## config.mk

```make
export PLATFORM = sky130hd
export DESIGN_NAME = mrd_rd_ctrl
export DESIGN_NICKNAME = d
export VERILOG_FILES = /design/src/source/mrd_pkg.sv /design/src/source/mrd_div7.sv /design/src/source/mrd_pipe.sv /design/src/source/mrd_addr_gen.sv /design/src/source/mrd_rd_ctrl.sv
export VERILOG_INCLUDE_DIRS = /design/src /design/src/include
export SDC_FILE = /design/constraint.sdc
export NUM_CORES = 1
export LEC_CHECK = 0
export BUFFER_PORTS_ARGS = -buffer_cell sky130_fd_sc_hd__buf_4
export CORE_UTILIZATION = 29
export CTS_BUF_LIST = sky130_fd_sc_hd__clkbuf_2 sky130_fd_sc_hd__clkbuf_4 sky130_fd_sc_hd__clkbuf_8
export CTS_CLUSTER_SIZE = 8
export DETAILED_ROUTE_END_ITERATION = 6
export PLACE_DENSITY = 0.5
export SLEW_MARGIN = 25
export SYNTH_ARGS = -nofsm -noshare
export SYNTH_HDL_FRONTEND = slang
export SYNTH_SLANG_ARGS = --single-unit
```

## constraint.sdc

```tcl
create_clock -name clk -period 28.7 [get_ports clk]
set_input_delay 2.87 -clock clk [delete_from_list [all_inputs] [get_ports clk]]
set_output_delay 2.87 -clock clk [all_outputs]
set_load 0.02 [all_outputs]
```

## src/include/mrd_settings.svh

```systemverilog
`ifndef MRD_SETTINGS_SVH
`define MRD_SETTINGS_SVH

// --------------------------------------------------
// read-side geometry
// --------------------------------------------------

// butterfly lanes, radix 5 at most
`define MRD_LANES 5

// interleaved RAM banks, index 7 marks an idle lane
`define MRD_BANKS 7
`define MRD_BANK_W 3

// sample address, 7 banks x 512 rows
`define MRD_ADDR_W 12
`define MRD_ROW_W 9

// real and imaginary part width
`define MRD_DATA_W 18

// start pulse to first valid butterfly
`define MRD_RD_DLY 5

`endif

```

## src/source/mrd_pkg.sv

```systemverilog
`default_nettype none

`include "mrd_settings.svh"

package mrd_pkg;

	// --------------------------------------------------
	// sample and pass settings
	// --------------------------------------------------

	// one complex sample
	typedef struct packed {
		logic signed [`MRD_DATA_W-1:0] re;
		logic signed [`MRD_DATA_W-1:0] im;
	} cplx_t;

	// per-pass radix and butterfly count
	typedef struct packed {
		logic [2:0] radix;
		logic [`MRD_ADDR_W-1:0] span;
	} rd_cfg_t;

	// --------------------------------------------------
	// memory side
	// --------------------------------------------------

	// read requests, one enable and row per bank
	typedef struct packed {
		logic [`MRD_BANKS-1:0] en;
		logic [`MRD_BANKS-1:0][`MRD_ROW_W-1:0] row;
	} bank_rd_t;

	// registered bank read data
	typedef struct packed {
		cplx_t [`MRD_BANKS-1:0] d;
	} bank_dout_t;

	// linear-address write port
	typedef struct packed {
		logic en;
		logic [`MRD_ADDR_W-1:0] addr;
		cplx_t data;
	} mem_wr_t;

	// lane to bank mapping, bank 7 for unused lanes
	typedef struct packed {
		logic [`MRD_LANES-1:0][`MRD_BANK_W-1:0] bank;
		logic [`MRD_LANES-1:0][`MRD_ROW_W-1:0] row;
	} lane_map_t;

	// butterfly handed to the radix engine
	typedef struct packed {
		logic valid;
		logic [2:0] radix;
		cplx_t [`MRD_LANES-1:0] lane;
	} bfly_t;

endpackage

`default_nettype wire

```

## src/source/mrd_div7.sv

```systemverilog
`timescale 1ns/1ps
`default_nettype none

`include "mrd_settings.svh"

module mrd_div7 (
	input  logic [`MRD_ADDR_W-1:0] addr,
	output logic [`MRD_ROW_W-1:0] row,
	output logic [`MRD_BANK_W-1:0] bank
);

	// partial remainder, one spare bit after the shift
	logic [3:0] rem;
	logic [`MRD_ADDR_W-1:0] quo;

	// restoring division, msb first
	always_comb
	begin
		rem = '0;
		quo = '0;
		for (int i = `MRD_ADDR_W-1; i >= 0; i--)
		begin
			// bring down next dividend bit
			rem = {rem[2:0], addr[i]};
			// subtract when the divisor fits
			if (rem >= 4'd7)
			begin
				rem = rem - 4'd7;
				quo[i] = 1'b1;
			end
		end
	end

	// quotient is the row, below 512 for a full frame
	assign row = quo[`MRD_ROW_W-1:0];
	// remainder is the bank
	assign bank = rem[`MRD_BANK_W-1:0];

endmodule

`default_nettype wire

```

## src/source/mrd_pipe.sv

```systemverilog
`timescale 1ns/1ps
`default_nettype none

module mrd_pipe #(
	parameter type T = logic,
	parameter int DEPTH = 1
) (
	input  logic clk,
	input  logic rst_n,
	input  T d,
	output T q
);

	// one entry per cycle of delay
	T stage [DEPTH];

	always_ff @(posedge clk)
	begin
		if (!rst_n)
		begin
			for (int i = 0; i < DEPTH; i++)
			begin
				stage[i] <= '0;
			end
		end
		else
		begin
			stage[0] <= d;
			// shift toward the tail
			for (int i = 1; i < DEPTH; i++)
			begin
				stage[i] <= stage[i-1];
			end
		end
	end

	assign q = stage[DEPTH-1];

endmodule

`default_nettype wire

```

## src/source/mrd_addr_gen.sv

```systemverilog
`timescale 1ns/1ps
`default_nettype none

`include "mrd_settings.svh"

module mrd_addr_gen (
	input  logic clk,
	input  logic rst_n,
	input  logic run,
	input  mrd_pkg::rd_cfg_t cfg,
	output logic [`MRD_LANES-1:0][`MRD_ADDR_W-1:0] addr,
	output logic [`MRD_LANES-1:0] lane_en
);

	// butterfly index within the pass
	logic [`MRD_ADDR_W-1:0] base;
	// running lane sum
	logic [`MRD_ADDR_W-1:0] acc;
	logic [`MRD_LANES-1:0][`MRD_ADDR_W-1:0] lane_addr;

	// --------------------------------------------------
	// lane k sits k spans above the base
	// --------------------------------------------------
	always_comb
	begin
		acc = base;
		for (int k = 0; k < `MRD_LANES; k++)
		begin
			lane_addr[k] = acc;
			acc = acc + cfg.span;
		end
	end

	// --------------------------------------------------
	// registered addresses, cleared between passes
	// --------------------------------------------------
	always_ff @(posedge clk)
	begin
		if (!rst_n)
		begin
			base <= '0;
			addr <= '0;
			lane_en <= '0;
		end
		else if (run)
		begin
			// next butterfly
			base <= base + 1'b1;
			addr <= lane_addr;
			// only lanes below the radix take part
			for (int k = 0; k < `MRD_LANES; k++)
			begin
				lane_en[k] <= (3'(k) < cfg.radix);
			end
		end
		else
		begin
			// idle, ready for the next pass
			base <= '0;
			addr <= '0;
			lane_en <= '0;
		end
	end

endmodule

`default_nettype wire

```

## src/source/mrd_rd_ctrl.sv

```systemverilog
`timescale 1ns/1ps
`default_nettype none

`include "mrd_settings.svh"

module mrd_rd_ctrl (
	input  logic clk,
	input  logic rst_n,
	input  logic start,
	input  mrd_pkg::rd_cfg_t cfg,
	output mrd_pkg::bank_rd_t rd_req,
	input  mrd_pkg::bank_dout_t dout,
	output mrd_pkg::bfly_t bfly,
	output logic rd_end
);

	import mrd_pkg::*;

	// idle lane marker
	localparam logic [`MRD_BANK_W-1:0] NO_BANK = `MRD_BANK_W'(`MRD_BANKS);

	rd_cfg_t cfg_r;
	logic [`MRD_ADDR_W-1:0] cnt;
	logic run;
	logic [`MRD_LANES-1:0][`MRD_ADDR_W-1:0] lane_addr;
	logic [`MRD_LANES-1:0] lane_en;
	logic [`MRD_LANES-1:0][`MRD_ROW_W-1:0] div_row;
	logic [`MRD_LANES-1:0][`MRD_BANK_W-1:0] div_bank;
	lane_map_t map, map_d;
	logic [`MRD_BANKS-1:0] xbar_en;
	logic [`MRD_BANKS-1:0][`MRD_ROW_W-1:0] xbar_row;
	logic vld_s3, vld_s4, vld_s5;
	logic [2:0] radix_d;

	// --------------------------------------------------
	// pass counter, 1..span while running
	// --------------------------------------------------
	always_ff @(posedge clk)
	begin
		if (!rst_n)
			cnt <= '0;
		else if (cnt == '0)
		begin
			// starts only accepted when idle
			if (start)
				cnt <= `MRD_ADDR_W'(1);
		end
		else if (cnt == cfg_r.span)
			cnt <= '0;
		else
			cnt <= cnt + 1'b1;
	end

	// pass settings held for the whole pass
	always_ff @(posedge clk)
	begin
		if (start && cnt == '0)
			cfg_r <= cfg;
	end

	assign run = (cnt != '0);

	mrd_addr_gen addr_gen_i (
		.clk(clk), .rst_n(rst_n), .run(run), .cfg(cfg_r),
		.addr(lane_addr), .lane_en(lane_en)
	);

	// --------------------------------------------------
	// lane address to bank and row
	// --------------------------------------------------
	for (genvar k = 0; k < `MRD_LANES; k++)
	begin : g_div
		mrd_div7 div7_i (.addr(lane_addr[k]), .row(div_row[k]), .bank(div_bank[k]));
	end

	always_ff @(posedge clk)
	begin
		if (!rst_n)
		begin
			map.bank <= {`MRD_LANES{NO_BANK}};
			map.row <= '0;
		end
		else
		begin
			for (int k = 0; k < `MRD_LANES; k++)
			begin
				// disabled lanes point at no bank
				map.bank[k] <= lane_en[k] ? div_bank[k] : NO_BANK;
				map.row[k] <= div_row[k];
			end
		end
	end

	// valid strobe aligned with the lane map
	mrd_pipe #(.T(logic), .DEPTH(`MRD_RD_DLY-3)) vld_pipe_i (
		.clk(clk), .rst_n(rst_n), .d(run), .q(vld_s3)
	);

	// --------------------------------------------------
	// bank crossbar, lanes never share a bank
	// --------------------------------------------------
	always_comb
	begin
		xbar_en = '0;
		xbar_row = '0;
		for (int b = 0; b < `MRD_BANKS; b++)
		begin
			for (int k = 0; k < `MRD_LANES; k++)
			begin
				if (map.bank[k] == `MRD_BANK_W'(b))
				begin
					xbar_en[b] = 1'b1;
					xbar_row[b] = map.row[k];
				end
			end
		end
	end

	always_ff @(posedge clk)
	begin
		if (!rst_n)
			rd_req <= '0;
		else
		begin
			rd_req.en <= xbar_en & {`MRD_BANKS{vld_s3}};
			rd_req.row <= xbar_row;
		end
	end

	// --------------------------------------------------
	// output side, follows the RAM latency
	// --------------------------------------------------
	mrd_pipe #(.T(lane_map_t), .DEPTH(`MRD_RD_DLY-3)) map_pipe_i (
		.clk(clk), .rst_n(rst_n), .d(map), .q(map_d)
	);

	// radix travels with its butterflies
	mrd_pipe #(.T(logic [2:0]), .DEPTH(`MRD_RD_DLY-1)) radix_pipe_i (
		.clk(clk), .rst_n(rst_n), .d(cfg_r.radix), .q(radix_d)
	);

	// request and data stages of the strobe
	always_ff @(posedge clk)
	begin
		if (!rst_n)
		begin
			vld_s4 <= 1'b0;
			vld_s5 <= 1'b0;
			rd_end <= 1'b0;
		end
		else
		begin
			vld_s4 <= vld_s3;
			vld_s5 <= vld_s4;
			// falling edge of the output strobe
			rd_end <= vld_s5 & ~vld_s4;
		end
	end

	// lane select by the delayed bank index
	always_comb
	begin
		bfly.valid = vld_s5;
		bfly.radix = radix_d;
		for (int k = 0; k < `MRD_LANES; k++)
		begin
			bfly.lane[k] = (map_d.bank[k] == NO_BANK) ? '0 : dout.d[map_d.bank[k]];
		end
	end

endmodule

`default_nettype wire

```

==> results by stage <==
Run status:
- The flow ran to the end, and the final reports show no timing, DRC or antenna violations.

Global route:
- The wire length of the first global-routing pass is 171 mm.
- The number of antenna violations at the first check in global routing is 43.
- The via count of the first global-routing pass was roughly 25k.
- After global routing the overflow that remains totals 0.
- The pin count of the biggest net entering global routing is 62.
- Global routing used between 20% and 30% of the available tracks.

Timing:
- Setup violations remaining at the end of the flow were counted as 0.
- The relative slew slack is around 28%.
- The final critical path takes up around 38% of the cycle.
- The count of endpoints failing hold in the final timing report is 0.
- The actual slew at the worst max-slew pin is roughly 1.1 ns.
- For the final routed database, the setup TNS stands at 0 ns.
- The minimum period implied by the final worst setup slack is 11.03 ns.
- Across all setup checks in the final design, the least slack found is approximately 18 ns.
- Timing would allow up to about 91 MHz.
- Setup repair after global routing left no endpoint under its margin.
- The max-slew violation count is 0.
- The post-route clock skew is about 0.030 ns.

Floorplan:
- The die is approximately 310 um wide.
- The core region is 0.0919 mm2.
- The starting utilization of the core area is ~29%.
- The number of placement rows is 111.
- Pin placement for this block handled 525 I/O pins.
- The die covers 0.0944 mm2.
- The die is between 300 and 400 um tall.

Clock tree:
- The clock tree root driver cell is sky130_fd_sc_hd__clkbuf_8.
- The clock tree synthesis step divided the H-tree into 2 levels.
- The clock buffer count from CTS is 50.
- The clock-pin transition on the worst setup and hold timing paths is ~0.06 ns.
- In this run the deepest clock path goes through 3 buffers.
- Clock latency on the worst-skew pair, taken at its later pin, is approximately 0.65 ns.
- Clock tree synthesis found a total of around 280 sinks.
- After clock tree synthesis, the flow added hold-fix buffers numbering 0.
- The post-CTS resize count is 0.
- Once the clock tree was built, the setup fixing pass inserted 0 buffers.
- TritonCTS built the clock tree.

Pwr:
- Per report_power, the clock group accounts for roughly a fifth of the total.
- The design draws approximately 0.0022 W.
- In this run the static leakage power is roughly 13 nW.
- Combinational logic burns about 57% of the power.
- Registers are responsible for 24.4% of the overall power.
- The power density normalized to cell area is between 60 and 70 mW/mm2.
- VDD sags by at most 0.0736 mV.
- The switching power as a share of total power is between 40% and 50%.
- The internal cell power is between 0.001 and 0.0015 W.
- In this run the power spent charging and discharging nets is between 0.0009 and 0.001 W.

Final layout:
- The synthesis-to-layout area growth is 23.0%.
- In the final design database the tool counted roughly 3.8k nets.
- The ratio of cells with drive above 1 in the final layout is ~30%.
- For this run, the share of the core covered by cells in the final layout is between 30% and 40%.

Critical path:
- In this run the worst path has a maximum fanout of 10.
- The critical path in this run is classified as reg2reg.
- The cell occurring most often along the worst timing path is sky130_fd_sc_hd__ha_1.
- For this design, the slowest cell found on the critical path is sky130_fd_sc_hd__a311oi_1.
- For the worst setup path, the data required time is 29.19 ns.
- The data arrival time of the critical path is between 10 and 15 ns.
- The kind of start point of the critical path is a flop.
- STA classifies the critical path endpoint as a flop.
- The longest individual stage delay on the worst path is approximately 0.63 ns.

Logic synthesis:
- By area the synthesized netlist is led by sky130_fd_sc_hd__dfxtp_1, sky130_fd_sc_hd__mux4_2, sky130_fd_sc_hd__mux2i_1, sky130_fd_sc_hd__mux2_2, sky130_fd_sc_hd__nor2_1.
- The mean instance size in the synthesized netlist is 8.80 um2.
- The biggest area consumer among synthesized cells is sky130_fd_sc_hd__dfxtp_1.
- The synthesized netlist devotes ~3.9% of its cell area to XOR and XNOR gates.
- The area share of and/or/nand/nor cells after synthesis is about 17%.
- The synthesized netlist net count is between 3k and 4k.
- The share of Yosys cell area claimed by the top area cell type is around 20%.
- Summing the areas of all fa, ha and maj instances in the mapped netlist gives between 4 and 5% of the synthesized area.
- The cell count after synthesis came out at a little over 3k.
- In this run, synthesis produced a sequential element count of roughly 280.
- The multiplexer share of the synthesized area is between 30% and 40%.
- The number of synthesis warnings is 0.
- In the post-synthesis netlist, the cell with the most instances is sky130_fd_sc_hd__nor2_1.
- For this run, the register share of the synthesized area comes to 21.2%.
- Yosys mapped a number of flops with a built-in enable equal to 15.
- Ranked by instance count, the synthesized netlist is headed by sky130_fd_sc_hd__nor2_1, sky130_fd_sc_hd__dfxtp_1, sky130_fd_sc_hd__nand2_1.
- The main combinational cell family by area after synthesis is multiplexers.
- The distinct cell type count after synthesis is 102.
- Of all flip-flops after synthesis, the portion carrying an async set or reset was 0%.
- In this run the cell area of the synthesized design comes to between 0.02 and 0.03 mm2.
- The synthesized netlist devotes about a fifth of its cell area to compound gates.
- Among all flip-flop cells after synthesis, the most frequent one is sky130_fd_sc_hd__dfxtp_1.

Route:
- The detailed-routed wire length on met2 is between 50 and 60 mm.
- The remaining antenna violation count is 0.
- In the routed layout, each cell is associated on average with a via count of 5.56.
- In the final routed layout, each cell accounts on average for around 25 um.
- The first detailed-routing pass ran for 6 iterations.
- The final route contains roughly 27k vias.
- The DRC violation count after routing is 0.
- Wire segments on met3 add up to around 9.9 mm in the final route.
- After detailed routing, the total wire length is about 120 mm.
- For this block, wires on met1 add up to 47.7 mm.
- The DRC violation total after the first TritonRoute iteration is 2483.
- The highest metal layer with signal wires is met5.

Place:
- During placement, the flow inserted port buffers numbering 524.
- The worst setup slack after placement is about 18 ns.
- The HPWL after detailed placement is a little under 90 mm.
- The final RePlAce weighted congestion is 0.922.

Job:
- Max-cap violations in this run came to 0.

Worst hold path:
- The worst hold path belongs to the class reg2reg.
layer usage:
metal  vias to the layer above  GRT usage [%]
met1                     12800           29.7
li1                      12400              -
met2                      1121           37.6
met3                       247           6.19
met4                         2           14.0
met5                         -              0
placed cells by master, fill, tap and decap left out, types with 10 or more instances in the layout:
cell type	count
sky130_fd_sc_hd__buf_4	552
sky130_fd_sc_hd__nor2_1	340
sky130_fd_sc_hd__dfxtp_1	249
sky130_fd_sc_hd__nand2_1	235
sky130_fd_sc_hd__mux2i_1	228
sky130_fd_sc_hd__a21oi_1	194
sky130_fd_sc_hd__mux4_2	180
sky130_fd_sc_hd__o21ai_0	178
sky130_fd_sc_hd__mux2_2	157
sky130_fd_sc_hd__a211oi_1	123
sky130_fd_sc_hd__ha_1	100
sky130_fd_sc_hd__and2_1	96
sky130_fd_sc_hd__xnor2_1	85
sky130_fd_sc_hd__inv_1	82
sky130_fd_sc_hd__a22oi_1	69
sky130_fd_sc_hd__clkbuf_8	62
sky130_fd_sc_hd__diode_2	38
sky130_fd_sc_hd__nand3_1	34
sky130_fd_sc_hd__xor2_1	31
sky130_fd_sc_hd__o21bai_1	30
sky130_fd_sc_hd__and3_1	26
sky130_fd_sc_hd__nor3_1	24
sky130_fd_sc_hd__nand3b_1	21
sky130_fd_sc_hd__nand4_1	20
sky130_fd_sc_hd__a21o_1	16
sky130_fd_sc_hd__and3b_1	15
sky130_fd_sc_hd__edfxtp_1	15
sky130_fd_sc_hd__a31oi_1	14
sky130_fd_sc_hd__nand2b_1	14
sky130_fd_sc_hd__or3_1	13
sky130_fd_sc_hd__clkbuf_4	13
sky130_fd_sc_hd__nor4_1	12
sky130_fd_sc_hd__a211o_1	10
sky130_fd_sc_hd__o22ai_1	10
sky130_fd_sc_hd__o2111ai_1	10
sky130_fd_sc_hd__or4_1	10
sky130_fd_sc_hd__nor3b_1	10
sky130_fd_sc_hd__dfxtp_4	10
logic make-up (layout without fill, tap and decap cells):
group                    Yosys count  in the layout
buffers and inverters            297            724
XOR/XNOR                         118            118
flip-flops                       279            279
adder cells (fa/ha/maj)          104            104
AO/OA/AOI/OAI                    782            782
other                              0             38
AND/OR/NAND/NOR                  925            925
multiplexers                     567            567
path summary, 6_finish.rpt:
kind                                   from                  to  slack, ns  cells past startpoint
max reg2reg  addr_gen_i.addr[34]$_SDFF_PN0_  map[52]$_SDFF_PN1_      17.67                     42
max          addr_gen_i.addr[34]$_SDFF_PN0_  map[52]$_SDFF_PN1_      17.67                     42
min                       vld_s4$_SDFF_PN0_   rd_end$_SDFF_PN0_       0.40                      1
min reg2reg               vld_s4$_SDFF_PN0_   rd_end$_SDFF_PN0_       0.40                      1
power groups by stage:
stage | Clock (W) | Combinational, W | Sequential (W)
detailed placement | 0 | 0.00125 | 0.000546
finish | 0.000419 | 0.00126 | 0.000542
CTS | 0.000432 | 0.00126 | 0.000538
floorplan | 0 | 0.000929 | 0.000489
global route | 0.000451 | 0.00139 | 0.000547
global placement | 0 | 0.00125 | 0.000547
cell type report:
class                      count  area (um2)
fill                        9594       58700
multi-input combinational   2496       20200
sequential                   279        5780
timing repair buffer         552        4140
tap                         1243        1560
clock buffer                  75         951
inverter                      85         320
clock inverter                12         160
antenna                       38        95.1
state kept, by name, summed over array words and instances, names as in the netlist:
| signal | cells |
|---|---|
| cnt | 12 |
| vld_s5 | 1 |
| rd_req | 70 |
| addr_gen_i.lane_en | 5 |
| map_pipe_i.stage | 30 |
| addr_gen_i.base | 12 |
| vld_pipe_i.stage | 2 |
| radix_pipe_i.stage | 12 |
| rd_end | 1 |
| addr_gen_i.addr | 58 |
| map | 60 |
| cfg_r | 15 |
| vld_s4 | 1 |
stage by stage:
step                cells  cell area (um2)  hold slack [ns]
finish               4780            33300            0.402
global route         4776            33200            0.428
CTS                  4742            33100            0.404
detailed placement   4655            32000            0.394
global placement     4655            32000            0.397
floorplan            3072            27000            0.383
worst max-delay path, delay by kind of cell, from the launching register on:
family,cells,cell delay (ns)
AOI/OAI and AO/OA,10,3.18
DFF,1,0.44
buffers and inverters,2,0.18
xor gates and xnor gates,6,1.14
adders and majority gates,9,2.50
muxes,2,0.65
and+or+nand+nor,13,2.77
No activity file was read; power rests on OpenSTA's default activity.
